<file path="config.mk">
export PLATFORM = sky130hd
export DESIGN_NAME = exec_top
export DESIGN_NICKNAME = d
export VERILOG_FILES = /design/src/rtl/cpu_isa_pkg.sv /design/src/rtl/exec_pipe_pkg.sv /design/src/rtl/reg_file.sv /design/src/rtl/alu.sv /design/src/rtl/branch_unit.sv /design/src/rtl/exec_commit.sv /design/src/rtl/exec_top.sv
export SDC_FILE = /design/constraint.sdc
export NUM_CORES = 1
export LEC_CHECK = 0
export ABC_CLOCK_PERIOD_IN_PS = 6600
export BUFFER_PORTS_ARGS = -buffer_cell sky130_fd_sc_hd__buf_2
export CAP_MARGIN = 20
export CORE_MARGIN = 2
export CORE_UTILIZATION = 50
export DETAILED_ROUTE_END_ITERATION = 16
export MAX_ROUTING_LAYER = met4
export PLACE_DENSITY_LB_ADDON = 0.3
export SYNTH_ARGS = -nofsm -noshare
export SYNTH_HDL_FRONTEND = slang
export SYNTH_HIERARCHICAL = 1
export SYNTH_SLANG_ARGS = --single-unit
</file>
<file path="constraint.sdc">
create_clock -name i_clk -period 6.6 [get_ports i_clk]
set_input_delay 0.66 -clock i_clk [delete_from_list [all_inputs] [get_ports i_clk]]
set_output_delay 0.66 -clock i_clk [all_outputs]
set_load 0.02 [all_outputs]
</file>
<file path="src/rtl/cpu_isa_pkg.sv">
package cpu_isa_pkg;

    localparam int DATA_W    = 16;
    localparam int REG_CNT   = 8;
    localparam int REG_SEL_W = 3;
    localparam int FLAG_CNT  = 5;

    // Bit positions in the flag register
    localparam int FLAG_Z = 0;
    localparam int FLAG_C = 1;
    localparam int FLAG_N = 2;
    localparam int FLAG_O = 3;
    localparam int FLAG_P = 4;

    typedef enum logic [2:0] {
        ALU_ADD    = 3'd0,
        ALU_SUB    = 3'd1,
        ALU_AND    = 3'd2,
        ALU_OR     = 3'd3,
        ALU_XOR    = 3'd4,
        ALU_SHL    = 3'd5,
        ALU_SHR    = 3'd6,
        ALU_PASS_R = 3'd7
    } alu_mode_t;

    // Jump code with the valid bit on top
    typedef logic [4:0] jump_cond_t;

    localparam int JC_VALID_BIT = 4;

    localparam jump_cond_t JC_UNCOND = 5'b10000;
    localparam jump_cond_t JC_CARRY  = 5'b10001;
    localparam jump_cond_t JC_EQ     = 5'b10010;
    localparam jump_cond_t JC_LT     = 5'b10011;
    localparam jump_cond_t JC_GT     = 5'b10100;
    localparam jump_cond_t JC_LE     = 5'b10101;
    localparam jump_cond_t JC_GE     = 5'b10110;
    localparam jump_cond_t JC_NE     = 5'b10111;
    localparam jump_cond_t JC_OVF    = 5'b11000;
    localparam jump_cond_t JC_PAR    = 5'b11001;
    localparam jump_cond_t JC_GTU    = 5'b11010;
    localparam jump_cond_t JC_GEU    = 5'b11011;
    localparam jump_cond_t JC_LEU    = 5'b11100;

    localparam logic [DATA_W-1:0] PC_RESET = '0;

endpackage

</file>
<file path="src/rtl/exec_pipe_pkg.sv">
package exec_pipe_pkg;

    import cpu_isa_pkg::*;

    // Decoded operation from the decode stage
    typedef struct packed {
        alu_mode_t            alu_mode;
        logic                 carry_en;
        logic [REG_SEL_W-1:0] l_sel;
        logic [REG_SEL_W-1:0] r_sel;
        logic                 use_imm;
        logic [DATA_W-1:0]    imm;
        logic [REG_SEL_W-1:0] dst_sel;
        logic                 dst_we;
        logic                 flags_we;
        jump_cond_t           jump_code;
        logic                 predict;
    } exec_op_t;

    // Result handed to the next stage
    typedef struct packed {
        logic [DATA_W-1:0]    data;
        logic [REG_SEL_W-1:0] dst_sel;
        logic                 we;
    } exec_result_t;

    typedef struct packed {
        logic                 we;
        logic [REG_SEL_W-1:0] sel;
        logic [DATA_W-1:0]    data;
    } wb_t;

    typedef struct packed {
        logic is_jump;
        logic taken;
        logic mispredict;
    } branch_dec_t;

endpackage

</file>
<file path="src/rtl/reg_file.sv">
module reg_file (
    input  logic                              i_clk,
    input  logic                              i_rst,
    input  logic [cpu_isa_pkg::REG_SEL_W-1:0] i_l_sel,
    input  logic [cpu_isa_pkg::REG_SEL_W-1:0] i_r_sel,
    input  exec_pipe_pkg::wb_t                i_wb,
    output logic [cpu_isa_pkg::DATA_W-1:0]    o_l_data,
    output logic [cpu_isa_pkg::DATA_W-1:0]    o_r_data
);

    import cpu_isa_pkg::*;

    logic [DATA_W-1:0] regs [REG_CNT];

    // A write in flight is visible to the reads of the same cycle
    function automatic logic [DATA_W-1:0] read_port(input logic [REG_SEL_W-1:0] sel);
        if (i_wb.we && (i_wb.sel == sel)) begin
            return i_wb.data;
        end
        return regs[sel];
    endfunction

    always_ff @(posedge i_clk) begin
        if (i_rst) begin
            for (int i = 0; i < REG_CNT; i++) begin
                regs[i] <= '0;
            end
        end else if (i_wb.we) begin
            regs[i_wb.sel] <= i_wb.data;
        end
    end

    always_comb begin
        o_l_data = read_port(i_l_sel);
        o_r_data = read_port(i_r_sel);
    end

endmodule

</file>
<file path="src/rtl/alu.sv">
module alu (
    input  logic [cpu_isa_pkg::DATA_W-1:0]   i_l,
    input  logic [cpu_isa_pkg::DATA_W-1:0]   i_r,
    input  cpu_isa_pkg::alu_mode_t           i_mode,
    input  logic                             i_carry,
    output logic [cpu_isa_pkg::DATA_W-1:0]   o_out,
    output logic [cpu_isa_pkg::FLAG_CNT-1:0] o_flags
);

    import cpu_isa_pkg::*;

    logic [DATA_W:0] wide;
    logic            carry;
    logic            ovf;

    always_comb begin
        wide  = '0;
        carry = 1'b0;
        ovf   = 1'b0;
        case (i_mode)
            ALU_ADD: begin
                wide  = {1'b0, i_l} + {1'b0, i_r} + {{DATA_W{1'b0}}, i_carry};
                carry = wide[DATA_W];
                ovf   = (i_l[DATA_W-1] == i_r[DATA_W-1]) &&
                        (wide[DATA_W-1] != i_l[DATA_W-1]);
            end
            ALU_SUB: begin
                // Top bit of the wide result is the borrow
                wide  = {1'b0, i_l} - {1'b0, i_r};
                carry = wide[DATA_W];
                ovf   = (i_l[DATA_W-1] != i_r[DATA_W-1]) &&
                        (wide[DATA_W-1] != i_l[DATA_W-1]);
            end
            ALU_AND: begin
                wide = {1'b0, i_l & i_r};
            end
            ALU_OR: begin
                wide = {1'b0, i_l | i_r};
            end
            ALU_XOR: begin
                wide = {1'b0, i_l ^ i_r};
            end
            ALU_SHL: begin
                wide  = {1'b0, i_l[DATA_W-2:0], 1'b0};
                carry = i_l[DATA_W-1];
            end
            ALU_SHR: begin
                wide  = {2'b00, i_l[DATA_W-1:1]};
                carry = i_l[0];
            end
            ALU_PASS_R: begin
                wide = {1'b0, i_r};
            end
            default: begin
                wide = '0;
            end
        endcase
    end

    assign o_out = wide[DATA_W-1:0];

    always_comb begin
        o_flags         = '0;
        o_flags[FLAG_Z] = (o_out == '0);
        o_flags[FLAG_C] = carry;
        o_flags[FLAG_N] = o_out[DATA_W-1];
        o_flags[FLAG_O] = ovf;
        // Set for an even number of one bits
        o_flags[FLAG_P] = ~^o_out;
    end

    // Decode must never hand over an unknown mode
    always_comb begin
        assert final (!$isunknown(i_mode))
            else $error("alu: undefined mode %b", i_mode);
    end

endmodule

</file>
<file path="src/rtl/branch_unit.sv">
module branch_unit (
    input  cpu_isa_pkg::jump_cond_t          i_jump_code,
    input  logic                             i_predict,
    input  logic [cpu_isa_pkg::FLAG_CNT-1:0] i_flags,
    output exec_pipe_pkg::branch_dec_t       o_dec
);

    import cpu_isa_pkg::*;

    logic taken;
    logic z;
    logic c;
    logic n;

    assign z = i_flags[FLAG_Z];
    assign c = i_flags[FLAG_C];
    assign n = i_flags[FLAG_N];

    // Codes without the valid bit and unused codes fall to not taken
    always_comb begin
        case (i_jump_code)
            JC_UNCOND: taken = 1'b1;
            JC_CARRY:  taken = c;
            JC_EQ:     taken = z;
            JC_LT:     taken = n;
            JC_GT:     taken = ~(n | z);
            JC_LE:     taken = n | z;
            JC_GE:     taken = ~n;
            JC_NE:     taken = ~z;
            JC_OVF:    taken = i_flags[FLAG_O];
            JC_PAR:    taken = i_flags[FLAG_P];
            JC_GTU:    taken = ~(c | z);
            JC_GEU:    taken = ~c;
            JC_LEU:    taken = c | z;
            default:   taken = 1'b0;
        endcase
    end

    always_comb begin
        o_dec.is_jump    = i_jump_code[JC_VALID_BIT];
        o_dec.taken      = taken;
        o_dec.mispredict = i_jump_code[JC_VALID_BIT] && (taken != i_predict);
    end

endmodule

</file>
<file path="src/rtl/exec_commit.sv">
module exec_commit (
    input  logic                             i_clk,
    input  logic                             i_rst,
    input  exec_pipe_pkg::exec_op_t          i_op,
    input  logic                             i_submit,
    input  logic                             i_next_ready,
    input  logic [cpu_isa_pkg::DATA_W-1:0]   i_alu_out,
    input  logic [cpu_isa_pkg::FLAG_CNT-1:0] i_alu_flags,
    input  exec_pipe_pkg::branch_dec_t       i_dec,
    output logic                             o_ready,
    output logic [cpu_isa_pkg::FLAG_CNT-1:0] o_flags,
    output logic [cpu_isa_pkg::DATA_W-1:0]   o_exec_pc,
    output logic                             o_pc_update,
    output logic                             o_flush,
    output exec_pipe_pkg::exec_result_t      o_result,
    output logic                             o_submit
);

    import cpu_isa_pkg::*;

    logic raw_hazard;
    logic accept;

    // Pending result reaches the register file one cycle after o_submit
    assign raw_hazard = o_submit && o_result.we &&
                        ((o_result.dst_sel == i_op.l_sel) ||
                         (!i_op.use_imm && (o_result.dst_sel == i_op.r_sel)));

    // Upstream is being redirected during the flush cycle
    assign o_ready     = i_next_ready && !raw_hazard && !o_flush;
    assign accept      = i_submit && o_ready;
    assign o_pc_update = accept;

    always_ff @(posedge i_clk) begin
        if (i_rst) begin
            o_exec_pc <= PC_RESET;
        end else if (accept) begin
            if (i_dec.taken) begin
                o_exec_pc <= i_alu_out;
            end else begin
                o_exec_pc <= o_exec_pc + 1'b1;
            end
        end
    end

    always_ff @(posedge i_clk) begin
        if (i_rst) begin
            o_flags  <= '0;
            o_flush  <= 1'b0;
            o_submit <= 1'b0;
        end else begin
            if (accept && i_op.flags_we) begin
                o_flags <= i_alu_flags;
            end
            o_flush  <= accept && i_dec.mispredict;
            o_submit <= accept;
        end
    end

    always_ff @(posedge i_clk) begin
        if (accept) begin
            o_result.data    <= i_alu_out;
            o_result.dst_sel <= i_op.dst_sel;
            o_result.we      <= i_op.dst_we;
        end
    end

    // One flush per mispredicted jump
    a_flush_single: assert property (@(posedge i_clk) disable iff (i_rst)
        o_flush |=> !o_flush)
        else $error("exec_commit: flush high for two cycles");

    // Every result goes back to a handshake on the upstream side
    a_submit_after_accept: assert property (@(posedge i_clk) disable iff (i_rst)
        o_submit |-> $past(i_submit && o_ready))
        else $error("exec_commit: result without acceptance");

endmodule

</file>
<file path="src/rtl/exec_top.sv">
module exec_top (
    input  logic                           i_clk,
    input  logic                           i_rst,
    input  exec_pipe_pkg::exec_op_t        i_op,
    input  logic                           i_submit,
    output logic                           o_ready,
    input  logic                           i_next_ready,
    input  exec_pipe_pkg::wb_t             i_wb,
    output exec_pipe_pkg::exec_result_t    o_result,
    output logic                           o_submit,
    output logic [cpu_isa_pkg::DATA_W-1:0] o_exec_pc,
    output logic                           o_pc_update,
    output logic                           o_flush
);

    import cpu_isa_pkg::*;
    import exec_pipe_pkg::*;

    logic [DATA_W-1:0]   l_data;
    logic [DATA_W-1:0]   r_data;
    logic [DATA_W-1:0]   alu_r;
    logic [DATA_W-1:0]   alu_out;
    logic [FLAG_CNT-1:0] alu_flags;
    logic [FLAG_CNT-1:0] flags_q;
    logic                alu_carry;
    branch_dec_t         dec;

    assign alu_r     = i_op.use_imm ? i_op.imm : r_data;
    assign alu_carry = flags_q[FLAG_C] & i_op.carry_en;

    reg_file u_reg_file (
        .i_clk    (i_clk),
        .i_rst    (i_rst),
        .i_l_sel  (i_op.l_sel),
        .i_r_sel  (i_op.r_sel),
        .i_wb     (i_wb),
        .o_l_data (l_data),
        .o_r_data (r_data)
    );

    alu u_alu (
        .i_l     (l_data),
        .i_r     (alu_r),
        .i_mode  (i_op.alu_mode),
        .i_carry (alu_carry),
        .o_out   (alu_out),
        .o_flags (alu_flags)
    );

    // Condition is tested against the flags stored before this operation
    branch_unit u_branch_unit (
        .i_jump_code (i_op.jump_code),
        .i_predict   (i_op.predict),
        .i_flags     (flags_q),
        .o_dec       (dec)
    );

    exec_commit u_exec_commit (
        .i_clk        (i_clk),
        .i_rst        (i_rst),
        .i_op         (i_op),
        .i_submit     (i_submit),
        .i_next_ready (i_next_ready),
        .i_alu_out    (alu_out),
        .i_alu_flags  (alu_flags),
        .i_dec        (dec),
        .o_ready      (o_ready),
        .o_flags      (flags_q),
        .o_exec_pc    (o_exec_pc),
        .o_pc_update  (o_pc_update),
        .o_flush      (o_flush),
        .o_result     (o_result),
        .o_submit     (o_submit)
    );

endmodule

</file>
Word-level counts from Yosys, hierarchy flattened

Memories as Yosys holds them, arrays and structs flattened.
Index checks and enable logic that the tools add are counted.

Output and inout bits: 40
Memory bits (writable): 128
Memories: 1
Register bits: 43

Reductions and logical operators: 21
Bitwise operators: 11
Equality and inequality tests: 29
Muxes and demuxes: 20
Add/subtract/negate cells: 4

Memories:

| memory          | words | width | rd ports | clocked after memory_dff | wr ports | RTL line       | RTL |
|---|---|---|---|---|---|---|---|
| u_reg_file.regs | 8     | 16    | 2        | 0                        | 8        | reg_file.sv:13 | `logic [DATA_W-1:0] regs [REG_CNT];` |

Operators with widths:

| cell                                                                  | count |
|---|---|
| 16-bit case mux with 8 select lines                                   | 1 |
| 16-bit two-way mux                                                    | 7 |
| 5-bit equality test, second input constant                            | 13 |
| 16-bit by 16-bit adder with 17-bit output                             | 1 |
| 17-bit by 1-bit adder with 17-bit output                              | 1 |
| 16-bit by 16-bit subtractor with 17-bit output                        | 1 |
| 16-bit by 1-bit adder with 16-bit output, second input constant       | 1 |
| 16-bit bitwise AND                                                    | 1 |
| 16-bit logical NOT                                                    | 1 |
| 16-bit OR                                                             | 1 |
| 16-bit OR reduction                                                   | 1 |
| 16-bit XNOR reduction                                                 | 1 |
| 16-bit bitwise XOR                                                    | 1 |
| 1-bit logical AND                                                     | 13 |
| 1-bit case mux with 13 select lines                                   | 1 |
| 3-bit equality test                                                   | 4 |
| 3-bit equality test, second input constant                            | 4 |
| 1-bit two-way mux                                                     | 8 |
| 3-bit by 2-bit equality test with 1-bit output, second input constant | 2 |
| 1-bit NOT                                                             | 5 |
| 1-bit != test                                                         | 4 |
| 1-bit case mux with 4 select lines                                    | 1 |
| 3-bit by 1-bit equality test with 1-bit output, second input constant | 1 |
| 1-bit logical NOT                                                     | 3 |
| other kinds (7)                                                       | 8 |

Logic depth before layout (Yosys ltp)

Gate-level depths: netlist of run 1.

Word-level depth: 10
Depth in mapped cells: 23

By module

Netlist of run 1, hierarchy kept.

By module, submodules not included:

| module      | cells an instance | times used | area each (µm²) |
|---|---|---|---|
| reg_file    | 445               | 1          | 7453.4 |
| alu         | 475               | 1          | 3358.2 |
| exec_commit | 188               | 1          | 1960.6 |
| exec_top    | 19                | 1          | 255.2 |
| branch_unit | 25                | 1          | 173.9 |

Worst setup path after synthesis of run 1

Ideal clock, no wire load.

Path type: input to register
Start point: input port i_op[29] in the netlist's numbering
End point: register u_exec_commit/o_flags[4] in the netlist's numbering
Path slack: 1370 ps
Stages on the path: 21
Required time: 6472 ps
Data arrival time: 5103 ps
Path through: clkbuf_1 clkbuf_1 mux4_1 mux2_2 mux2_2 mux2_2 ha_1 fa_1 o21bai_1 nand2_1 a31oi_1 a21oi_1 a21oi_1 mux2_2 o22a_1 ha_1 xnor2_1 xnor2_1 xnor2_1 mux2i_1 nor2_1

Cells in the longest elaborated chain, start to end: 9
Elaborated cells on any way between the ends: 23
Classes of those cells: add/sub (3); eq/ne (2); mux (4); bitwise (3); reduce/logical (10); memory (1)

Ends and longest elaborated chain:

| element                                                        | RTL line          | RTL |
|---|---|---|
| start, declared                                                | exec_top.sv:4     | `input exec_pipe_pkg::exec_op_t i_op,` |
| branches (longest 3 deep; another with memory read 8 x 16 bit) | --                |  |
| 16-bit two-way mux (*)                                         | reg_file.sv:20    | `return regs[sel];` |
| named net r_data[0]                                            | exec_top.sv:20    | `logic [DATA_W-1:0] r_data;` |
| 16-bit two-way mux (*)                                         | exec_top.sv:28    | `assign alu_r = i_op.use_imm ? i_op.imm : r_data;` |
| named net alu_r[0]                                             | exec_top.sv:21    | `logic [DATA_W-1:0] alu_r;` |
| 16-bit by 16-bit adder with 17-bit output                      | alu.sv:22         | `wide = {1'b0, i_l} + {1'b0, i_r} + {{DATA_W{1'b0}}, i_carry};` |
| 17-bit by 1-bit adder with 17-bit output                       | alu.sv:22         |  |
| 16-bit case mux with 8 select lines (*)                        | alu.sv:20         | `case (i_mode)` |
| 16-bit XNOR reduction (*)                                      | alu.sv:69         | `o_flags[FLAG_P] = ~^o_out;` |
| named net alu_flags[4]                                         | exec_top.sv:23    | `logic [FLAG_CNT-1:0] alu_flags;` |
| end signal, assigned                                           | exec_commit.sv:53 | `o_flags <= i_alu_flags;` |
| end, declared                                                  | exec_commit.sv:11 | `output logic [cpu_isa_pkg::FLAG_CNT-1:0] o_flags,` |

Mark *: on every way through the listed nets, which the timed path passes.
A chain may end at the register's enable or synchronous reset.

Worst setup path in the final report of run 1

Start point: input port i_op[28] in the netlist's numbering
End point: register u_exec_commit/o_flags[4] in the netlist's numbering

Same word-level chain as after synthesis.

==> summary.md, run 1 <==
| Metric | Value |
|---|---|
| Clock Latency Late Sink | 440 ps |
| 1st-pass router iterations | 5 |
| R2R cell count | 19 |
| HP Class | input port to register |
| TritonCTS buffer count | 17 |
| Worst Hold Depth | 1 |
| CTS tree | built |
| Via density | 6.21 |
| Worst VDD drop | 175 uV |
| First DRT Iteration DRCs | 1,172 |
| Commonest non-fill, non-tap cell in the layout | edfxtp_1 |
| Hold_sp | i_op[8] |
| Port Buffer Count | 101 |
| Max-Cap Viols | 0 |
| Routed WL per cell | 23.0 um |
| R2r setup slk | 1290 ps |
| Crit path top cell by count | mux2_2 |
| Hold Path Sink | u_exec_commit/o_result[1] |
| Crit share post-route | 0.844 |
| Vert. Die Dim | 166 um |
| Gr usage total | 0.267 |
| Leading cell types in the layout, fill and taps excluded | edfxtp_1 (148), and2_1 (132), buf_2 (101) |
| Yosys warnings | 6 |
| Max Fclk | 0.180 GHz |
| Final slew viol count | 0 |
| Initial antenna violation count | 0 |
| Unrepaired setup endpoints after global routing | no |
| Antenna cells | 0 |
| Pin count of the biggest net entering global routing | 41 |
| Number of remaining DRC errors | 0 |
| Die ar. | 27,700 um2 |
| Post-Syn Nets | 1,273 |
| Synth Area per Inst | 11.5 um2 |
| Chip width | 166 um |
| IO Pins | 102 |
| Global placement routability congestion | 0.968 |
| Remaining antenna violation count after routing | 0 |
| DR vias | 9,739 |
| Outcome | finished clean |
| Critical path startpoint | i_op[28] |
| Cell chain of the critical path | buf_2 -> mux4_1 -> mux2_2 -> mux2_2 -> mux2_2 -> ha_1 -> fa_1 -> o21bai_1 -> nand2_1 -> a31oi_1 -> a21oi_1 -> a21oi_1 -> mux2_2 -> o22a_1 -> ha_1 -> xnor2_1 -> xnor2_1 -> xnor2_1 -> mux2i_1 -> nor2_1 |
| Hold Slack | 397 ps |
| Core Rows | 59 |
| Layout cell share with drive strength beyond 1 | 0.231 |
| Max incr delay on CP | 590 ps |
| WP buf/inv | 1 |
| Setup TNS | 0 ps |
| Slowest cell on the critical path | mux4_1 |
| Worst slew margin | 0.351 |
| Hpwl dp | 25.5 mm |
| Pwr Density | 241 nW/um2 |
| First-pass GRT wire length | 55.8 mm |
| Pleak | 5.68 nW |
| Final Hold Fails | 0 |
| CTS sink count | 171 |
| CP arrival | 5940 ps |
| Fin nets | 1,342 |
| H-tree depth | 4 |
| Number of global-route vias before repair | 9,595 |
| Core area | 26,000 um2 |
| Syn Inst Count | 1,151 |
| Post-Route WL | 36.1 mm |
| Total grt overflow | 0 |
| # hold bufs at CTS | 0 |
| Worst path required time | 6970 ps |
| Worst-path clk slew | 80 ps |
| Initial core utilization | 0.508 |
| Max Clock Skew | 17.3 ps |
| Placed Cells incl. Taps | 1,536 |
| Synthesized area | 13,200 um2 |
| Area Growth Syn to Fin | 9.26% |
| Final Critical Period | 5570 ps |
| RR Endpoint | u_exec_commit/o_flags[4] |
| CP Launch Type | input port |
| Final setup violating endpoints | 0 |
| Worst-Margin Slew | 972 ps |
| CP delay by family, top | multiplexers |
| Final cell count without fillers | 1,568 |
| Cts repair resizes | 0 |
| Setup crit end kind | register |
| CP Class | input port to register |
| Worst Path Max Fanout | 12 |
| Clock Path Buffers | 2 |
| Clock root buffer | clkbuf_16 |
| Setup Fix Bufs, Post-CTS | 0 |
| Worst reg2reg path startpoint | u_reg_file/regs[1][0] |
[registers in the layout, summed over array words and instances (netlist names)]
name and count:
u_exec_commit/o_exec_pc 16, u_exec_commit/o_submit 1, u_exec_commit/o_flush 1, u_exec_commit/o_flags 5, u_exec_commit/o_result 20, u_reg_file/regs 128
[worst max-delay path by stage]
stage / to / depth (start not counted)
after floorplan: u_exec_commit/o_flags[4] / 21
after global routing: u_exec_commit/o_flags[4] / 20
final: u_exec_commit/o_flags[4] / 20
after global placement: u_exec_commit/o_flags[4] / 20
after detailed placement: u_exec_commit/o_flags[4] / 20
after CTS: u_exec_commit/o_flags[4] / 20
[power breakdown]
part | leakage (nW) | internal, mW | switching, mW | total [mW]
registers | 1.60 | 1.25 | 0.0351 | 1.29
clock network | 0.290 | 0.513 | 0.509 | 1.02
logic | 3.78 | 0.498 | 0.674 | 1.17
total | 5.68 | 2.26 | 1.22 | 3.48
[stage by stage]
| stage | util | cell area [um2] | power (mW) | setup WS, ps |
|---|---|---|---|---|
| 2_1_floorplan | - | 13200 | 2.18 | 1370 |
| 3_3_place_gp | 0.532 | 13800 | 2.45 | 616 |
| 3_5_place_dp | 0.532 | 13800 | 2.46 | 690 |
| 4_1_cts | 0.555 | 14400 | 3.47 | 1140 |
| 5_1_grt | 0.555 | 14400 | 3.64 | 813 |
| 6_report | 0.555 | 14400 | 3.48 | 1030 |
[metal layers]
| layer | up-vias | routed length (um) | track usage | share of wire |
|---|---|---|---|---|
| li1 | 4510 | - | - | - |
| met1 | 4821 | 15300 | 0.342 | 0.42 |
| met2 | 366 | 18300 | 0.454 | 0.51 |
| met3 | 42 | 1870 | 0.0266 | 0.052 |
| met4 | 0 | 599 | 0.0723 | 0.017 |
| met5 | - | 0 | - | 0 |
[area by class of cell]
class                      count  area [um2]
sequential                   171        4900
multi-input combinational    842        7550
tap                          335         419
fill                        2203       11600
inverter                      62         238
clock inverter                14         165
clock buffer                  18         429
timing repair buffer         126         706
Note: power is estimated with default switching activity, not from simulation.
==> run 2, diff against run 1 <==
--- a/config.mk
+++ b/config.mk
@@ -5,7 +5,7 @@
 export SDC_FILE = /design/constraint.sdc
 export NUM_CORES = 1
 export LEC_CHECK = 0
-export ABC_CLOCK_PERIOD_IN_PS = 6600
+export ABC_CLOCK_PERIOD_IN_PS = 5500
 export BUFFER_PORTS_ARGS = -buffer_cell sky130_fd_sc_hd__buf_2
 export CAP_MARGIN = 20
 export CORE_MARGIN = 2
==> constraint.sdc (replaced) <==
create_clock -name i_clk -period 5.5 [get_ports i_clk]
set_input_delay 0.55 -clock i_clk [delete_from_list [all_inputs] [get_ports i_clk]]
set_output_delay 0.55 -clock i_clk [all_outputs]
set_load 0.02 [all_outputs]
==> summary.md, run 2 (same netlist as run 1, synthesis figures left out) <==
| Metric | Value |
|---|---|
| Outcome | finished clean |
| Setup TNS | 0 ps |
| P_int | 2.81 mW |
| Initial core utilization | 0.508 |
| Worst slew margin | 0.453 |
| Max Fclk | 0.199 GHz |
| Worst-path clk slew | 90 ps |
| Hpwl dp | 26.7 mm |
| Leading cell types in the layout, fill and taps excluded | edfxtp_1 (148), and2_1 (132), buf_2 (101) |
| Pin count of the biggest net entering global routing | 39 |
| Layout cell share with drive strength beyond 1 | 0.258 |
| Cts repair resizes | 0 |
| FF+latch area | 4900 um2 |
| Core Rows | 59 |
| Clock Latency Late Sink | 450 ps |
| CTS sink count | 171 |
| Max reg flops | 128 |
| CP Launch Type | register |
| Final slew viol count | 0 |
| Setup crit end kind | register |
| Area Growth Syn to Fin | 12.4% |
| First DRT Iteration DRCs | 1,033 |
| Die ar. | 27,700 um2 |
| Switch share | 0.349 |
| Final Critical Period | 5030 ps |
| Worst path required time | 5830 ps |
| Post-Route WL | 37.0 mm |
| Fin nets | 1,390 |
| Final setup violating endpoints | 0 |
| CTS tree | built |
| DR vias | 10,043 |
| 1st-pass router iterations | 6 |
| Gr usage total | 0.275 |
| Total grt overflow | 0 |
| Cell chain of the critical path | mux4_1 -> mux2_2 -> mux2_2 -> mux2_2 -> buf_4 -> inv_1 -> fa_1 -> fa_1 -> nor2b_1 -> o2111ai_1 -> nand3_1 -> a21boi_1 -> buf_4 -> a21oi_1 -> mux2_2 -> o22a_1 -> ha_1 -> xnor2_1 -> xnor2_1 -> xnor2_1 -> mux2i_1 -> nor2_1 |
| Max incr delay on CP | 510 ps |
| Routed WL per cell | 22.9 um |
| Number of remaining DRC errors | 0 |
| Setup Fix Bufs, Post-CTS | 0 |
| Sequential Power Share | 0.357 |
| Crit share post-route | 0.915 |
| Core area | 26,000 um2 |
| Registers with the most flip-flops | u_reg_file/regs (128), u_exec_commit/o_result (20), u_exec_commit/o_exec_pc (16) |
| Pwr Density | 291 nW/um2 |
| Vert. Die Dim | 166 um |
| Commonest non-fill, non-tap cell in the layout | edfxtp_1 |
| Clock Path Buffers | 2 |
| H-tree depth | 4 |
| Via density | 6.21 |
| Slowest cell on the critical path | mux4_1 |
| P_sw | 1.51 mW |
| Global placement routability congestion | 0.944 |
| Worst Path Max Fanout | 5 |
| Crit path top cell by count | mux2_2 |
| Worst VDD drop | 205 uV |
| Area of the multi-input gates | 7550 um2 |
| CP Class | register to register |
| Remaining antenna violation count after routing | 0 |
| First-pass GRT wire length | 57.4 mm |
| Antenna cells | 0 |
| Clock root buffer | clkbuf_16 |
| Clk pwr share | 0.290 |
| Unrepaired setup endpoints after global routing | no |
| TritonCTS buffer count | 17 |
| Initial antenna violation count | 0 |
| # hold bufs at CTS | 0 |
| Chip width | 166 um |
| HP Class | input port to register |
| R2r setup slk | 470 ps |
| Final Hold Fails | 0 |
| Number of global-route vias before repair | 10,044 |
| IO Pins | 102 |
| Max-Cap Viols | 0 |
| Pleak | 5.93 nW |
| Hold Slack | 271 ps |
| Worst-Margin Slew | 821 ps |
| CP arrival | 5360 ps |
| Logic pwr share | 0.353 |
| Fillers | 2,213 |
| Total power | 4.32 mW |
| Port Buffer Count | 101 |
| Max Clock Skew | 16.4 ps |
| Top reg by flops | u_reg_file/regs |
==> run 2: cell types whose count changed in the layout (fill, tap and decap cells not counted), sizes merged <==
cell	before	now
buf	126	174
inv	68	69
clkinv	8	7
==> run 2: area by class of cell <==
cell class	count	share of cell area
multi-input cells	842	0.509
well taps	335	0.0283
repair buffers	174	0.0761
clock buffers	18	0.0289
clock inverters	14	0.0113
flip-flops and latches	171	0.331
inverters	62	0.0160
==> run 2: power by group through the flow <==
stage | registers (mW) | clock network (mW) | logic, mW
finish | 1.54 | 1.25 | 1.53
floorplan | 1.57 | 0 | 1.04
global placement | 1.57 | 0 | 1.49
detailed placement | 1.57 | 0 | 1.50
global route | 1.55 | 1.31 | 1.65
CTS | 1.54 | 1.26 | 1.51
==> run 2: final timing paths <==
kind,startpoint,endpoint,cells past startpoint
max,u_reg_file/regs[2][0],u_exec_commit/o_flags[4],22
min,i_op[9],u_exec_commit/o_result[2],1
max reg2reg,u_reg_file/regs[2][0],u_exec_commit/o_flags[4],22
min reg2reg,u_exec_commit/o_exec_pc[15],u_exec_commit/o_exec_pc[15],2
==> run 2: metal layers <==
layer,GRT usage,part of all wire,up-vias,routed length (um)
met5,-,0,-,0
met4,0.108,0.038,0,1390
met3,0.0321,0.052,92,1930
met2,0.463,0.50,419,18700
met1,0.341,0.41,4910,15000
li1,-,-,4622,-
==> run 2: worst max-delay path: cells and delay by family (launching register included) <==
family	cells	cell delay (ps)
AO/OA/AOI/OAI	4	800
XOR/XNOR	3	440
adder cells (fa/ha/maj)	3	750
buffers and inverters	3	410
flip-flops	1	410
multiplexers	6	1760
AND/OR/NAND/NOR	3	340
==> run 2: through the flow <==
| step | setup WS [ps] | util | cell area, um2 | cells |
|---|---|---|---|---|
| finish | 465 | 0.571 | 14800 | 1616 |
| global route | 303 | 0.571 | 14800 | 1616 |
| floorplan | 380 | - | 13200 | 1151 |
| global placement | 116 | 0.548 | 14200 | 1584 |
| detailed placement | 56.4 | 0.548 | 14200 | 1584 |
| CTS | 503 | 0.571 | 14800 | 1616 |
==> run 3, diff against run 2 <==
--- a/config.mk
+++ b/config.mk
@@ -15,5 +15,4 @@
 export PLACE_DENSITY_LB_ADDON = 0.3
 export SYNTH_ARGS = -nofsm -noshare
 export SYNTH_HDL_FRONTEND = slang
-export SYNTH_HIERARCHICAL = 1
 export SYNTH_SLANG_ARGS = --single-unit
==> summary.md, run 3 <==
| Metric | Value |
|---|---|
| CTS tree | built |
| Main area contributors after synthesis | edfxtp_1 (35%), mux4_2 (10%), and2_1 (6.1%) |
| Clock Latency Late Sink | 440 ps |
| Switch share | 0.340 |
| Clock root buffer | clkbuf_16 |
| Clk pwr share | 0.296 |
| P_sw | 1.47 mW |
| Number of global-route vias before repair | 9,831 |
| IO Pins | 102 |
| Pre-CTS setup slack | 98.3 ps |
| Post-Synth XOR/XNOR Area | 0.0216 |
| Top reg by flops | u_reg_file.regs |
| Final instance area | 14,500 um2 |
| First-pass GRT wire length | 57.5 mm |
| Global placement routability congestion | 0.999 |
| Leading cell types in the layout, fill and taps excluded | edfxtp_1 (148), and2_1 (122), buf_2 (101) |
| Worst VDD drop | 229 uV |
| Fillers | 2,119 |
| Fin nets | 1,444 |
| Initial antenna violation count | 0 |
| Setup TNS | 0 ps |
| Initial core utilization | 0.505 |
| Worst Hold Depth | 1 |
| Placed Area | 13,800 um2 |
| Setup crit end kind | register |
| Adder-cell share of the synthesized area | 0.0614 |
| Post-Route WL | 38.5 mm |
| Gr usage total | 0.300 |
| Sequential Power Share | 0.360 |
| Number of remaining DRC errors | 0 |
| Total grt overflow | 0 |
| H-tree depth | 4 |
| Final Hold Fails | 0 |
| P_int | 2.85 mW |
| Complex-gate fraction of the synthesized area | 0.139 |
| Die ar. | 26,500 um2 |
| R2r setup slk | 510 ps |
| Pin count of the biggest net entering global routing | 32 |
| Cell with the most instances after synthesis | edfxtp_1 |
| CP Launch Type | input port |
| Max Clock Skew | 16.0 ps |
| Syn Inst Count | 1,188 |
| Outcome | finished clean |
| # hold bufs at CTS | 0 |
| Hold Slack | 282 ps |
| Logic pwr share | 0.344 |
| Post-Syn Nets | 1,310 |
| Total power | 4.33 mW |
| Final setup violating endpoints | 0 |
| Max reg flops | 128 |
| Synth Register Bits | 171 |
| Main synth FF type | edfxtp_1 |
| Seq/Total Area, Yosys | 0.389 |
| Vert. Die Dim | 163 um |
| Hpwl dp | 27.8 mm |
| Core Rows | 58 |
| Registers with the most flip-flops | u_reg_file.regs (128), u_exec_commit.o_result (20), u_exec_commit.o_exec_pc (16) |
| Share of the synthesized area in the top cell type | 0.353 |
| Post-synthesis mux area share | 0.160 |
| CP Class | input port to register |
| Unrepaired setup endpoints after global routing | no |
| Routed WL per cell | 23.1 um |
| Crit share post-route | 0.916 |
| Antenna cells | 0 |
| Worst-Margin Slew | 1140 ps |
| Remaining antenna violation count after routing | 0 |
| Worst path required time | 5800 ps |
| Largest family of logic cells by synthesized area | simple AND/OR/NAND/NOR gates |
| Pleak | 5.79 nW |
| Max-Cap Viols | 0 |
| Pwr Density | 299 nW/um2 |
| Worst Path Max Fanout | 9 |
| CP arrival | 5340 ps |
| Final Critical Period | 5040 ps |
| Cts repair resizes | 0 |
| R2R cell count | 24 |
| Commonest non-fill, non-tap cell in the layout | edfxtp_1 |
| Area Growth Syn to Fin | 14.7% |
| Worst reg2reg path startpoint | u_reg_file.regs[0][0] |
| Hold_sp | i_op[8] |
| DR vias | 10,305 |
| Worst slew margin | 0.240 |
| Synth Area per Inst | 10.6 um2 |
| Final cell count without fillers | 1,665 |
| Area of the multi-input gates | 6930 um2 |
| TritonCTS buffer count | 17 |
| Max Fclk | 0.199 GHz |
| Post-synthesis simple-gate area fraction | 0.166 |
| Synth cell count leaders | edfxtp_1 (148), and2_1 (122), nor2_1 (82), inv_1 (72) |
| CTS sink count | 171 |
| Core area | 25,000 um2 |
| Count of different cell masters after synthesis | 92 |
| First DRT Iteration DRCs | 1,209 |
| Clock Path Buffers | 2 |
| Port Buffer Count | 101 |
| Chip width | 163 um |
| Setup ws final | 463 ps |
| Core Util, Final | 0.579 |
| Setup Fix Bufs, Post-CTS | 0 |
| RR Endpoint | u_exec_commit.o_flags[4] |
| Placed Cells incl. Taps | 1,629 |
| 1st-pass router iterations | 7 |
| Via density | 6.19 |
| FF+latch area | 4900 um2 |
| Yosys warnings | 0 |
| Post-synth ARST share | 0 |
| HP Class | input port to register |
| Synthesized area | 12,600 um2 |
| Final slew viol count | 0 |
| Hold Path Sink | u_exec_commit.o_result[1] |
| Layout cell share with drive strength beyond 1 | 0.246 |
| Worst-path clk slew | 70 ps |
| Number of synthesized flops with an enable pin | 148 |
| Synth area leader | edfxtp_1 |
-- run 3: how the worst max path moves through the flow --
stage / start / to / slack [ps]
floorplan: i_op[31] / u_exec_commit.o_flags[4] / 220
global placement: i_op[28] / u_exec_commit.o_flags[4] / 100
detailed placement: i_op[28] / u_exec_commit.o_flags[4] / 100
CTS: i_op[28] / u_exec_commit.o_flags[4] / 530
global route: i_op[28] / u_exec_commit.o_flags[4] / 110
finish: i_op[31] / u_exec_commit.o_flags[4] / 460
-- run 3: layout make-up --
cell class | instances | share of cell area
tap | 330 | 0.0286
sequential | 171 | 0.339
multi-input combinational | 858 | 0.479
clock buffer | 18 | 0.0304
clock inverter | 14 | 0.0125
inverter | 81 | 0.0210
timing repair buffer | 193 | 0.0889
-- run 3: kinds of logic after synthesis --
family                   after synthesis
AND/OR/NAND/NOR                      396
AO/OA/AOI/OAI                        259
flip-flops                           171
buffers and inverters                159
multiplexers                         112
adder cells (fa/ha/maj)               60
XOR/XNOR                              31
-- run 3: critical path, stage by stage --
cell      delay (ps)
buf_2            200
buf_4            250
mux4_2           530
mux2i_1          230
nand2_1           80
o21ai_1          140
inv_1            100
ha_1             340
nor2_1            80
o311ai_0         460
buf_4            210
a21oi_1           60
nor2_1           200
o211a_1          270
xnor2_1           80
a21oi_1          250
o21ai_0          150
a21oi_1          170
ha_1             260
xor2_1           150
xnor2_1          200
xnor2_1          140
nor2_1            60
a21oi_1          120
nor2_1            50
-- run 3: power groups by stage --
| stage | logic [mW] | clock network (mW) | registers, mW |
|---|---|---|---|
| 3_3_place_gp | 1.44 | 0 | 1.58 |
| 6_report | 1.49 | 1.28 | 1.56 |
| 4_1_cts | 1.46 | 1.29 | 1.56 |
| 5_1_grt | 1.61 | 1.33 | 1.57 |
| 2_1_floorplan | 0.956 | 0 | 1.59 |
| 3_5_place_dp | 1.45 | 0 | 1.58 |
-- run 3: layer usage --
layer  part of all wire  track usage
met3              0.074       0.0359
met4              0.036        0.117
met2               0.49        0.492
met5                  0            -
met1               0.40        0.382
